File: config.mk
export PLATFORM = sky130hd
export DESIGN_NAME = cpu_result
export DESIGN_NICKNAME = d
export VERILOG_FILES = /design/src/hw/isa_pkg.sv /design/src/hw/cpu_result.sv
export SDC_FILE = /design/constraint.sdc
export NUM_CORES = 1
export LEC_CHECK = 0
export ABC_CLOCK_PERIOD_IN_PS = 5500
export BUFFER_PORTS_ARGS = -buffer_cell sky130_fd_sc_hd__buf_4
export CELL_PAD_IN_SITES_DETAIL_PLACEMENT = 0
export CELL_PAD_IN_SITES_GLOBAL_PLACEMENT = 1
export CORE_MARGIN = 5
export CORE_UTILIZATION = 45
export CTS_CLUSTER_SIZE = 16
export DETAILED_ROUTE_END_ITERATION = 10
export GPL_TIMING_DRIVEN = 0
export PLACE_DENSITY_LB_ADDON = 0.1
export SLEW_MARGIN = 10
export SYNTH_ARGS = -nofsm -noshare
export SYNTH_HDL_FRONTEND = slang
export SYNTH_SLANG_ARGS = --single-unit
File: constraint.sdc
create_clock -name clk -period 5.5 [get_ports clk]
set_input_delay 0.825 -clock clk [delete_from_list [all_inputs] [get_ports clk]]
set_output_delay 0.825 -clock clk [all_outputs]
set_load 0.01 [all_outputs]
File: src/hw/isa_pkg.sv
`default_nettype none

package isa_pkg;

  // opcode in instr[15:12]
  typedef enum logic [3:0] {
    ADD = 4'd0,  SUB = 4'd1,  XOR = 4'd2,  AND = 4'd3,
    SLL = 4'd4,  SRA = 4'd5,  ROR = 4'd6,  OR  = 4'd7,
    LW  = 4'd8,  SW  = 4'd9,  LLB = 4'd10, LHB = 4'd11,
    B   = 4'd12, BR  = 4'd13, PCS = 4'd14, HLT = 4'd15
  } opcode_e;

  // branch condition in instr[11:9] for B and BR
  typedef enum logic [2:0] {
    NE = 3'd0, EQ = 3'd1, GT = 3'd2, LT = 3'd3,
    GE = 3'd4, LE = 3'd5, OVF = 3'd6, ALWAYS = 3'd7
  } cond_e;

  // which value lands in rd
  typedef enum logic [1:0] {
    ALU     = 2'd0,
    MEM     = 2'd1,
    PC_NEXT = 2'd2
  } wb_sel_e;

  typedef struct packed {
    logic z;
    logic v;
    logic n;
  } flags_t;

  // register form of the instruction word
  typedef struct packed {
    opcode_e    op;
    logic [3:0] rd;
    logic [3:0] rs;
    logic [3:0] rt;
  } instr_t;

  typedef struct packed {
    opcode_e    op;
    logic [3:0] rd;
    logic [3:0] rs;
    logic [3:0] rt;
    // raw low bits, each consumer picks its own slice
    logic [8:0] imm;
    cond_e      cond;
    logic       reg_we;
    logic       mem_we;
    logic       halt;
    wb_sel_e    wb_sel;
    logic       set_zf;
    logic       set_vn;
    logic       alu_imm;
  } ctrl_t;

endpackage

`default_nettype wire
File: src/hw/cpu_result.sv
`timescale 1ns/1ps
`default_nettype none

module cpu_result (
  input  wire logic           clk,
  input  wire logic           rst_n,
  input  wire logic           run,
  input  wire isa_pkg::ctrl_t ctrl,
  input  wire logic [15:0]    alu_out,
  input  wire logic [15:0]    mem_rdata,
  input  wire logic [15:0]    pc_next,
  output logic [15:0]         rs_data,
  output logic [15:0]         rt_data
);

  logic [15:0] regs [16];
  logic [15:0] wb_data;

  // writeback source
  always_comb begin
    case (ctrl.wb_sel)
      isa_pkg::MEM:     wb_data = mem_rdata;
      isa_pkg::PC_NEXT: wb_data = pc_next;
      default:          wb_data = alu_out;
    endcase
  end

  // r0 reads as zero whatever the array holds
  assign rs_data = (ctrl.rs == 4'd0) ? 16'd0 : regs[ctrl.rs];
  assign rt_data = (ctrl.rt == 4'd0) ? 16'd0 : regs[ctrl.rt];

  // reads see the old value, the write lands at the edge
  always_ff @(posedge clk) begin
    if (!rst_n) begin
      for (int i = 0; i < 16; i++) begin
        regs[i] <= 16'd0;
      end
    end else if (run && ctrl.reg_we) begin
      regs[ctrl.rd] <= wb_data;
    end
  end

endmodule

`default_nettype wire

==> summary.md <==
| Metric | Value |
|---|---|
| Die area | `31820 sq um` |
| Fmax | `261.0 MHz` |
| Maximum VDD drop | `0.1770 mV` |
| Initial antenna violation count | `0` |
| CP startpoint | `ctrl[25]` |
| WS Path Type | `primary input to output port` |
| Synth Net Count | `1001` |
| Hold-fix buffers, CTS | `0` |
| Htree depth | `1` |
| Critical path endpoint category | `output port` |
| GR Util met3 | `5.384%` |
| Syn Std Cell Area | `12760 sq um` |
| Crit share post-route | `69.66%` |
| Number of diodes | `0` |
| Die Wd | `178.4 microns` |
| Post-synth cell types | `36` |
| Post-synthesis sequential area ratio | `56.48%` |
| DRC violations left | `0` |
| CP top delay family | `buffers and inverters` |
| Routed WL | `40940 microns` |
| Yosys warns | `0` |
| Pin count of the biggest net entering global routing | `17` |
| Worst setup endpoint | `rs_data[1]` |
| Routing usage on met1 | `37.14%` |
| Unrepaired setup endpoints after global routing | `no` |
| Top_reg_cell synth | `edfxtp_1` |
| Clock sink total | `240` |
| Synthesized instance count | `912` |
| CTS Buf Count | `25` |
| Final Max Slew Viols | `0` |
| Post-layout minimum cycle time | `3831 ps` |
| Fin. Hold Viols | `0` |
| Max-cap viol count | `0` |
| CTS Buffer Depth | `3` |
| Average cell area after synthesis | `13.99 sq um` |
| Max reg flops | `240` |
| Leakage | `0.005089 uW` |
| Grt total ovfl | `0` |
| Slew HR | `27.80%` |
| Die Span Y | `178.4 microns` |
| Final Total Pwr | `4607 uW` |
| Area Overhead vs Synth | `15.19%` |
| Largest registers | `regs x240` |
| Total number of vias | `8752` |
| Post-synthesis register bit count | `240` |
| DRT antenna net count | `0` |
| CTS clk-pin slew, worst paths | `70 ps` |
| Slew @ Worst Pin | `1080 ps` |
| Post-synth ARST share | `0%` |
| Vias in the first global route | `8646` |
| Root buf cell | `clkbuf_16` |
| Detail-routed net length per standard cell | `28.79 microns` |
| CTS tree | `yes` |
| Most flops, register | `regs` |
| Final setup fails | `0` |
| DRT iter0 DRCs | `1085` |
| EDFF count, synth | `240` |
| Slowest CP cell | `buf_1` |
| Most frequent cells in the layout | `256 x nor2_1, 240 x edfxtp_1, 95 x buf_4, 75 x mux4_2, 47 x buf_2` |
| Hold/Removal Path Class | `primary input to flop` |
| Nets | `1115` |
| Crit path DAT | `3010 ps` |
| Drt via density | `6.155` |
| CP peak stage delay | `630 ps` |
| PortBufs | `87` |
| Gp weighted congestion | `0.8425` |
| Detailed placement HPWL | `29900 microns` |
| Cell count along the critical path | `6` |
| CP bufs+invs | `3` |
| Commonest non-fill, non-tap cell in the layout | `nor2_1` |
| # Post-CTS Setup Buffers | `0` |
| Core Box Area | `27860 sq um` |
| Top Usage Layer GRT | `met2` |
| Worst path cell trace | `buf_2 -> buf_1 -> mux4_2 -> a22oi_1 -> o31ai_1 -> buf_4` |
| IO Count | `119` |
| Status | `finished clean` |
| Setup TNS | `0 ps` |
| Starting Density | `45.81%` |
| Detailed Routing Iterations Pass 1 | `5` |
| Met2 Usage GRT | `41.23%` |
| Largest fanout on the critical path | `10` |
| Share of cells above drive strength 1 | `29.12%` |
| Total GRT Usage | `25.64%` |
| Startpoint types | `primary input` |
| Pwr/cell area | `313.4 nW/um^2` |
| Post-CTS Resized | `0` |
| CP required | `4680 ps` |
| First-pass GRT wire length | `58740 microns` |
| FP Rows | `61` |
kinds of logic after synthesis:
group                    share of synthesized area, %
flip-flops                                      56.48
buffers and inverters                           3.971
multiplexers                                    21.94
adder cells (fa/ha/maj)                        0.1961
AO/OA/AOI/OAI                                   7.167
AND/OR/NAND/NOR                                 10.25
through the flow:
stage          worst slack [ps]  instance area, sq um  util (%)  hold slack, ps  instances
6_report                   1669                 14700     52.76           734.2       1422
5_1_grt                    1602                 14700     52.76           729.7       1422
4_1_cts                    1693                 14700     52.76           714.6       1422
3_5_place_dp               1707                 13890     49.85            1259       1377
3_3_place_gp               1687                 13890     49.85            1254       1377
2_1_floorplan              2614                 12760         -            1074        912
area by class of cell:
cell class	count	area, sq um
Inverter	3	11.26
Fill cell	2390	13160
Clock buffer	32	651.9
Sequential cell	240	7207
Timing Repair Buffer	87	653.1
Tap cell	378	473.0
Multi-Input combinational cell	575	5047
Clock inverter	13	160.2
Buffer	94	495.5
synth_stat cells, types with 4 or more instances:
master / count / area share (%)
nor2_1: 256 / 7.5
edfxtp_1: 240 / 56
mux4_2: 75 / 13
buf_2: 47 / 1.8
a221oi_1: 31 / 2.1
mux2_2: 31 / 2.7
clkbuf_1: 30 / 0.88
mux2i_1: 21 / 1.6
mux4_1: 21 / 4.3
nor2b_1: 21 / 1.0
a211oi_1: 16 / 0.94
a221o_1: 16 / 1.3
nand2_1: 16 / 0.47
o31ai_1: 15 / 0.88
a22oi_1: 11 / 0.65
o21ai_2: 10 / 0.69
buf_4: 8 / 0.47
nand3_1: 6 / 0.24
o21ai_1: 6 / 0.24
nand3b_1: 5 / 0.29
a22oi_2: 4 / 0.39
buf_1: 4 / 0.12
worst min-delay path by stage:
stage               start    endpoint  slack [ps]  depth (start not counted)
2_1_floorplan  alu_out[0]  regs[1][0]        1070                          2
3_3_place_gp   alu_out[4]  regs[3][4]        1250                          3
3_5_place_dp   alu_out[4]  regs[1][4]        1260                          3
4_1_cts        alu_out[4]  regs[5][4]         710                          3
5_1_grt        alu_out[4]  regs[5][4]         730                          3
6_report       alu_out[4]  regs[4][4]         730                          3
tightest hold or removal path, cell delays in order:
cell	delay (ps)
buf_4	80
o21ai_2	130
nor2_1	110
per-layer routing:
metal  routed length, microns  share of wire [%]
met5                        0                  0
met3                     3785                9.2
met4                      566                1.4
met1                    17410                 43
met2                    19180                 47
power by group:
part	internal, uW	switching, uW
Sequential	2110	58.2
Clock	1020	717
Combinational	287	410
Total	3420	1190
Power figures use the tool's default switching activity.
