**src/hw/isa_pkg.sv**
```systemverilog
`default_nettype none

package isa_pkg;

  // opcode in instr[15:12]
  typedef enum logic [3:0] {
    ADD = 4'd0,  SUB = 4'd1,  XOR = 4'd2,  AND = 4'd3,
    SLL = 4'd4,  SRA = 4'd5,  ROR = 4'd6,  OR  = 4'd7,
    LW  = 4'd8,  SW  = 4'd9,  LLB = 4'd10, LHB = 4'd11,
    B   = 4'd12, BR  = 4'd13, PCS = 4'd14, HLT = 4'd15
  } opcode_e;

  // branch condition in instr[11:9] for B and BR
  typedef enum logic [2:0] {
    NE = 3'd0, EQ = 3'd1, GT = 3'd2, LT = 3'd3,
    GE = 3'd4, LE = 3'd5, OVF = 3'd6, ALWAYS = 3'd7
  } cond_e;

  // which value lands in rd
  typedef enum logic [1:0] {
    ALU     = 2'd0,
    MEM     = 2'd1,
    PC_NEXT = 2'd2
  } wb_sel_e;

  typedef struct packed {
    logic z;
    logic v;
    logic n;
  } flags_t;

  // register form of the instruction word
  typedef struct packed {
    opcode_e    op;
    logic [3:0] rd;
    logic [3:0] rs;
    logic [3:0] rt;
  } instr_t;

  typedef struct packed {
    opcode_e    op;
    logic [3:0] rd;
    logic [3:0] rs;
    logic [3:0] rt;
    // raw low bits, each consumer picks its own slice
    logic [8:0] imm;
    cond_e      cond;
    logic       reg_we;
    logic       mem_we;
    logic       halt;
    wb_sel_e    wb_sel;
    logic       set_zf;
    logic       set_vn;
    logic       alu_imm;
  } ctrl_t;

endpackage

`default_nettype wire
```
**src/hw/cpu_decode.sv**
```systemverilog
`timescale 1ns/1ps
`default_nettype none

module cpu_decode (
  input  wire logic [15:0]    instr,
  output isa_pkg::ctrl_t      ctrl
);

  isa_pkg::instr_t fields;

  assign fields = isa_pkg::instr_t'(instr);

  always_comb begin
    // default is a no-op: no writes, no flag updates
    ctrl        = '0;
    ctrl.op     = fields.op;
    ctrl.rd     = fields.rd;
    ctrl.rs     = fields.rs;
    ctrl.rt     = fields.rt;
    ctrl.imm    = instr[8:0];
    ctrl.cond   = isa_pkg::cond_e'(instr[11:9]);
    ctrl.wb_sel = isa_pkg::ALU;

    case (fields.op)
      isa_pkg::ADD, isa_pkg::SUB: begin
        ctrl.reg_we = 1'b1;
        ctrl.set_zf = 1'b1;
        ctrl.set_vn = 1'b1;
      end
      isa_pkg::XOR, isa_pkg::AND, isa_pkg::OR: begin
        ctrl.reg_we = 1'b1;
        ctrl.set_zf = 1'b1;
      end
      // shift amount comes from imm[3:0], not rt
      isa_pkg::SLL, isa_pkg::SRA, isa_pkg::ROR: begin
        ctrl.reg_we  = 1'b1;
        ctrl.set_zf  = 1'b1;
        ctrl.alu_imm = 1'b1;
      end
      isa_pkg::LW: begin
        ctrl.reg_we = 1'b1;
        ctrl.wb_sel = isa_pkg::MEM;
      end
      // store data register sits in the rd field
      isa_pkg::SW: begin
        ctrl.mem_we = 1'b1;
        ctrl.rt     = fields.rd;
      end
      // old rd value is read back through the rs port
      isa_pkg::LLB, isa_pkg::LHB: begin
        ctrl.reg_we = 1'b1;
        ctrl.rs     = fields.rd;
      end
      isa_pkg::PCS: begin
        ctrl.reg_we = 1'b1;
        ctrl.wb_sel = isa_pkg::PC_NEXT;
      end
      isa_pkg::HLT: begin
        ctrl.halt = 1'b1;
      end
      // B and BR only steer the pc
      default: begin
        ctrl.reg_we = 1'b0;
      end
    endcase

    // r0 is hardwired, never write it
    if (fields.rd == 4'd0) begin
      ctrl.reg_we = 1'b0;
    end
  end

endmodule

`default_nettype wire

```
**config.mk**
```make
export PLATFORM = sky130hd
export DESIGN_NAME = cpu_decode
export DESIGN_NICKNAME = d
export VERILOG_FILES = /design/src/hw/isa_pkg.sv /design/src/hw/cpu_decode.sv
export SDC_FILE = /design/constraint.sdc
export NUM_CORES = 1
export LEC_CHECK = 0
export ABC_CLOCK_PERIOD_IN_PS = 900
export BUFFER_PORTS_ARGS = -buffer_cell sky130_fd_sc_hd__buf_2
export CAP_MARGIN = 0
export CORE_AREA = 2 2 39 41
export DETAILED_ROUTE_END_ITERATION = 6
export DIE_AREA = 0 0 41 43
export MAX_ROUTING_LAYER = met4
export PLACE_DENSITY = 0.78
export SYNTH_ARGS = -nofsm -noshare
export SYNTH_HDL_FRONTEND = slang
export SYNTH_SLANG_ARGS = --single-unit
```
**constraint.sdc**
```tcl
create_clock -name vclk -period 0.9
set_input_delay 0.135 -clock vclk [all_inputs]
set_output_delay 0.135 -clock vclk [all_outputs]
set_load 0.03 [all_outputs]
```
==> summary.txt, run 1 <==
Outcome
  • Status: complete, but fails checks
  • Failing checks: negative setup slack

Timing
  • Setup violators final: 15
  • Max frequency: 785 MHz
  • RSZ-0062 raised after global routing: true
  • Final hold slack: 0.535 ns
  • Fin crit share: 1.42
  • Max-slew headroom: 0.849
  • Fin crit period: 1.27 ns
  • Final Hold Fails: 0
  • Fin. max-slew vios: 0
  • Setup TNS: -3.67 ns
  • Worst Max-Slew Pin Slew: 0.227 ns
  • Final worst setup slack: -0.374 ns

Synthesis
  • Syn_nets: 60
  • Cells after Synth: 44
  • Yosys cell types: 15
  • Adder-Cell Fraction of Synth Area: 0
  • XOR/XNOR share of the synthesized area: 0
  • Post-synthesis compound-gate area fraction: 0.0286
  • Largest family of logic cells by synthesized area: buffers and inverters
  • Sequential fraction of the synthesis area: 0
  • Mux contribution to synthesized area: 0.300
  • Avg Inst Size Synth: 7.96 µm²
  • Synth Area in Simple Gates: 0.211
  • Warnings, synthesis: 0
  • Cell Area, Synth: 350 µm²

Route
  • Drt via density: 4.52
  • DR WL/cell: 12.0 µm
  • Post-Route WL: 1230 µm
  • Overall via count from detail_route: 466
  • Antenna Nets Post-Route: 0
  • Initial DRC count: 1
  • First-pass detailed-route iteration total: 2
  • DRC viols: 0

Placement
  • Pre-CTS WS: -0.467 ns
  • Port buffer count: 52
  • Routability cong.: 0.693
  • DP Cell Count: 99
  • Hpwl dp: 907 µm

Run
  • Max_cap viols: 0

Layout
  • Seq Cell Count: 0
  • Footprint of the multi-input gates: 275 µm²
  • Synth-to-Final Area Change: 131%
  • # fillers: 123
  • Util after Layout: 0.584
  • Clkbuf count: 0
  • Most frequent cells in the layout: buf_2 (32), buf_6 (23), mux2_4 (8), buf_4 (6), buf_8 (3)
  • ANT cells: 0
  • Share of layout cells above drive strength 1: 0.943
  • Post-Layout Cell Count: 103
  • Nets: 105
  • Commonest non-fill, non-tap cell in the layout: buf_2
  • Register area: 0 µm²

GRT
  • Antenna violations before repair: 0
  • Largest net degree at the start of global routing: 9
  • Total track usage: 0.141
  • Total grt overflow: 0
  • Vias in the first global route: 412
  • First-pass GRT wire length: 1730 µm

Setup path
  • CP cell instances: buf_8 -> nor4bb_4 -> buf_6 -> mux2_4 -> buf_6
  • CP max FO: 5
  • Most used cell, CP: buf_6
  • Worst path arrival time: 1.14 ns
  • Critical Path Source Type: primary input
  • Worst setup path category: in2out
  • Critical Path RT: 0.76 ns
  • CP endpoint kind: primary output
  • Biggest cell delay along the critical path: 0.30 ns
  • Worst path slowest cell: mux2_4

Floorplan
  • # rows: 14
  • Initial core utilization: 0.253
  • Chip height: 43 µm
  • Chip width: 41 µm
  • Die ar.: 1760 µm²
  • I/O pin count: 52
  • Core area: 1380 µm²

Power and ir drop
  • Maximum vdd ir drop: 0.323 mV
  • Power per cell area: 681 nW/µm²
  • LEAKAGE: 0.435 nW

Hold path
  • HP Class: in2out
## synth_stat cells, drive strengths merged
master	number	area [µm²]
buf	21	158
mux2	8	105
nand2	3	11.3
nor2	2	7.51
and3	1	6.26
inv	1	3.75
nand3	1	5.00
nand3b	1	7.51
nor3	1	5.00
nor3b	1	7.51
nor4	1	6.26
nor4bb	1	10.0
o311a	1	10.0
or4	1	7.51
## metrics by stage
| stage | instance area [µm²] | power, mW |
|---|---|---|
| after floorplan | 382 | 0.321 |
| after global placement | 564 | 0.421 |
| after detailed placement | 564 | 0.424 |
| after CTS | 756 | 0.529 |
| after global routing | 808 | 0.578 |
| final | 808 | 0.550 |
## worst max-delay path: cells and delay by family
family	cells	cell delay, ns
AND/OR/NAND/NOR	1	0.29
multiplexers	1	0.30
buffers and inverters	3	0.41
## power by group
part / switching (mW) / internal (mW)
Sequential: 0 / 0
Combinational: 0.302 / 0.248
Clock: 0 / 0
Total: 0.302 / 0.248
## cell families after synthesis
group,count (synthesis)
buffers and inverters,22
muxes,8
AOI/OAI and AO/OA,1
and+or+nand+nor,13
## cell type report
class | count | area share
Multi-Input combinational cell | 22 | 0.341
Tap cell | 16 | 0.0248
Timing Repair Buffer | 64 | 0.630
Inverter | 1 | 0.00464
## repair_timing
item	4_1_cts	5_1_grt
endpoints found under the setup margin	14	15
gates resized for setup	47	10
pin swaps	2	1
hold buffers	0	0
setup buffers	2	2
## metal layers
metal | share of wire | track usage
met2 | 0.52 | 0.263
met5 | 0 | -
met4 | 0 | 0
met3 | 0.12 | 0
met1 | 0.36 | 0.171
## worst paths after layout
path      start  endpoint  slack, ns  cells past startpoint
max   instr[14]  ctrl[22]      -0.37                      5
min    instr[6]  ctrl[17]       0.53                      2
Power figures use the tool's default switching activity.
==> inputs of run 2 (changes only) <==
--- a/config.mk
+++ b/config.mk
@@ -13,6 +13,7 @@
 export DIE_AREA = 0 0 41 43
 export MAX_ROUTING_LAYER = met4
 export PLACE_DENSITY = 0.78
+export REMOVE_ABC_BUFFERS = 1
 export SYNTH_ARGS = -nofsm -noshare
 export SYNTH_HDL_FRONTEND = slang
 export SYNTH_SLANG_ARGS = --single-unit
==> run 2 against run 1 <==
  * The run still ends with negative setup slack left
  * Die area did not move
  * Core utilization rose by 1.4 points
  * Worst hold slack improved by 0.0042 ns
  * Wire length rose by 11%
  * Largest cell class unchanged
==> summary.txt, run 2 (synthesized netlist as in run 1, its figures left out) <==
Outcome
  • Status: complete, but fails checks
  • Failing checks: negative setup slack

Route
  • DR WL/cell: 12.7 µm (+6.1%)
  • First-pass detailed-route iteration total: 2 (unchanged)
  • Initial DRC count: 1 (unchanged)
  • Antenna Nets Post-Route: 0 (unchanged)
  • Overall via count from detail_route: 495 (+6.2%)
  • Post-Route WL: 1370 µm (+11%)
  • Drt via density: 4.58 (+1.3%)
  • DRC viols: 0 (unchanged)

Setup path
  • Delay-heaviest family, CP: buffers and inverters
  • Worst setup path category: in2out
  • Crit path to: ctrl[21]
  • Biggest cell delay along the critical path: 0.30 ns (about the same)
  • CP max FO: 5 (unchanged)
  • Crit path buf inv count: 3 (unchanged)
  • Critical Path RT: 0.76 ns (about the same)
  • Worst path arrival time: 1.14 ns (about the same)
  • Most used cell, CP: buf_6
  • Worst Setup SP: instr[13]
  • Critical Path Stages: 5 (unchanged)
  • Worst path slowest cell: mux2_4
  • CP cell instances: buf_8 -> nor4bb_4 -> buf_6 -> mux2_4 -> buf_6
  • Critical Path Source Type: primary input
  • CP endpoint kind: primary output

GRT
  • Total grt overflow: 0 (unchanged)
  • Antenna violations before repair: 0 (unchanged)
  • Vias in the first global route: 385 (-6.6%)
  • First-pass GRT wire length: 1660 µm (-4.3%)
  • Total track usage: 0.136 (-0.00512)
  • Largest net degree at the start of global routing: 9 (unchanged)

Layout
  • # fillers: 113 (-8.1%)
  • Most frequent cells in the layout: buf_2 (32), buf_6 (23), buf_4 (12), mux2_4 (8)
  • Synth-to-Final Area Change: 136%
  • Commonest non-fill, non-tap cell in the layout: buf_2
  • ANT cells: 0 (unchanged)
  • Clkbuf count: 0 (unchanged)
  • Seq Cell Count: 0 (unchanged)
  • Register area: 0 µm² (unchanged)
  • Footprint of the multi-input gates: 263 µm² (-4.5%)
  • Nets: 110 (+4.8%)
  • Share of layout cells above drive strength 1: 0.935 (-0.00775)

Placement
  • Routability cong.: 0.692 (about the same)
  • Hpwl dp: 913 µm (+0.68%)
  • Pre-CTS WS: -0.496 ns (-0.0285 ns)
  • Port buffer count: 52 (unchanged)

Timing
  • Setup violators final: 14 (-1)
  • Worst Max-Slew Pin Slew: 0.228 ns (+0.00137 ns)
  • Fin crit share: 1.42 (+0.00698)
  • Final worst setup slack: -0.380 ns (-0.00628 ns)
  • RSZ-0062 raised after global routing: true
  • Fin crit period: 1.28 ns (+0.00629 ns)
  • Final hold slack: 0.539 ns (+0.00423 ns)
  • Max frequency: 781 MHz (-0.49%)
  • Max-slew headroom: 0.848 (-0.000917)
  • Fin. max-slew vios: 0 (unchanged)
  • Final Hold Fails: 0 (unchanged)
  • Setup TNS: -3.61 ns (+0.0631 ns)

Power and ir drop
  • Maximum vdd ir drop: 0.264 mV (-18%)
  • LEAKAGE: 0.456 nW (+4.9%)
  • Power per cell area: 676 nW/µm² (-0.65%)

Floorplan
  • Chip width: 41 µm (unchanged)
  • # rows: 14 (unchanged)
  • Core area: 1380 µm² (unchanged)
  • Die ar.: 1760 µm² (unchanged)
  • Chip height: 43 µm (unchanged)
  • Initial core utilization: 0.253 (unchanged)
  • I/O pin count: 52 (unchanged)

Run
  • Max_cap viols: 0 (unchanged)

Hold path
  • HP Class: in2out

Clocking
  • Hold buffers post-CTS: 0 (unchanged)
## run 2: how the worst min path moves through the flow
stage / end / cells past startpoint / startpoint / slack, ns
final: ctrl[18] / 2 / instr[7] / 0.54
after global placement: ctrl[18] / 2 / instr[7] / 0.53
after CTS: ctrl[15] / 2 / instr[4] / 0.54
after floorplan: ctrl[10] / 0 / instr[11] / 0.27
after detailed placement: ctrl[15] / 2 / instr[4] / 0.54
after global routing: ctrl[12] / 2 / instr[1] / 0.55
## run 2: metrics by stage
stage | instance area, µm² | util | total power [mW] | cells
global route | 828 | 0.599 | 0.591 | 108
detailed placement | 541 | 0.391 | 0.415 | 100
CTS | 741 | 0.535 | 0.522 | 103
global placement | 541 | 0.391 | 0.409 | 100
finish | 828 | 0.599 | 0.560 | 108
floorplan | 193 | - | 0.144 | 23
## run 2: where the power goes
group / leakage (nW) / switching, mW / total, mW / internal [mW]
logic: 0.456 / 0.306 / 0.560 / 0.254
registers: 0 / 0 / 0 / 0
clock network: 0 / 0 / 0 / 0
total: 0.456 / 0.306 / 0.560 / 0.254
## run 2: layer usage
layer | global-route usage | vias up | routed length (µm)
met4 | 0 | 0 | 0
met2 | 0.297 | 45 | 746
met3 | 0 | 0 | 165
met1 | 0.120 | 216 | 457
li1 | - | 234 | -
met5 | - | - | 0
## run 2: what timing repair did
item | in CTS | in global routing
pin swaps | 7 | 5
buffers inserted | 3 | 5
resized for setup | 47 | 14
hold endpoints to repair | 0 | 0
endpoints found under the setup margin | 16 | 15
## run 2: layout make-up
cell class,instances,share of cell area
timing repair buffer,69,0.651
tap,16,0.0242
multi-input combinational,22,0.317
inverter,1,0.00755
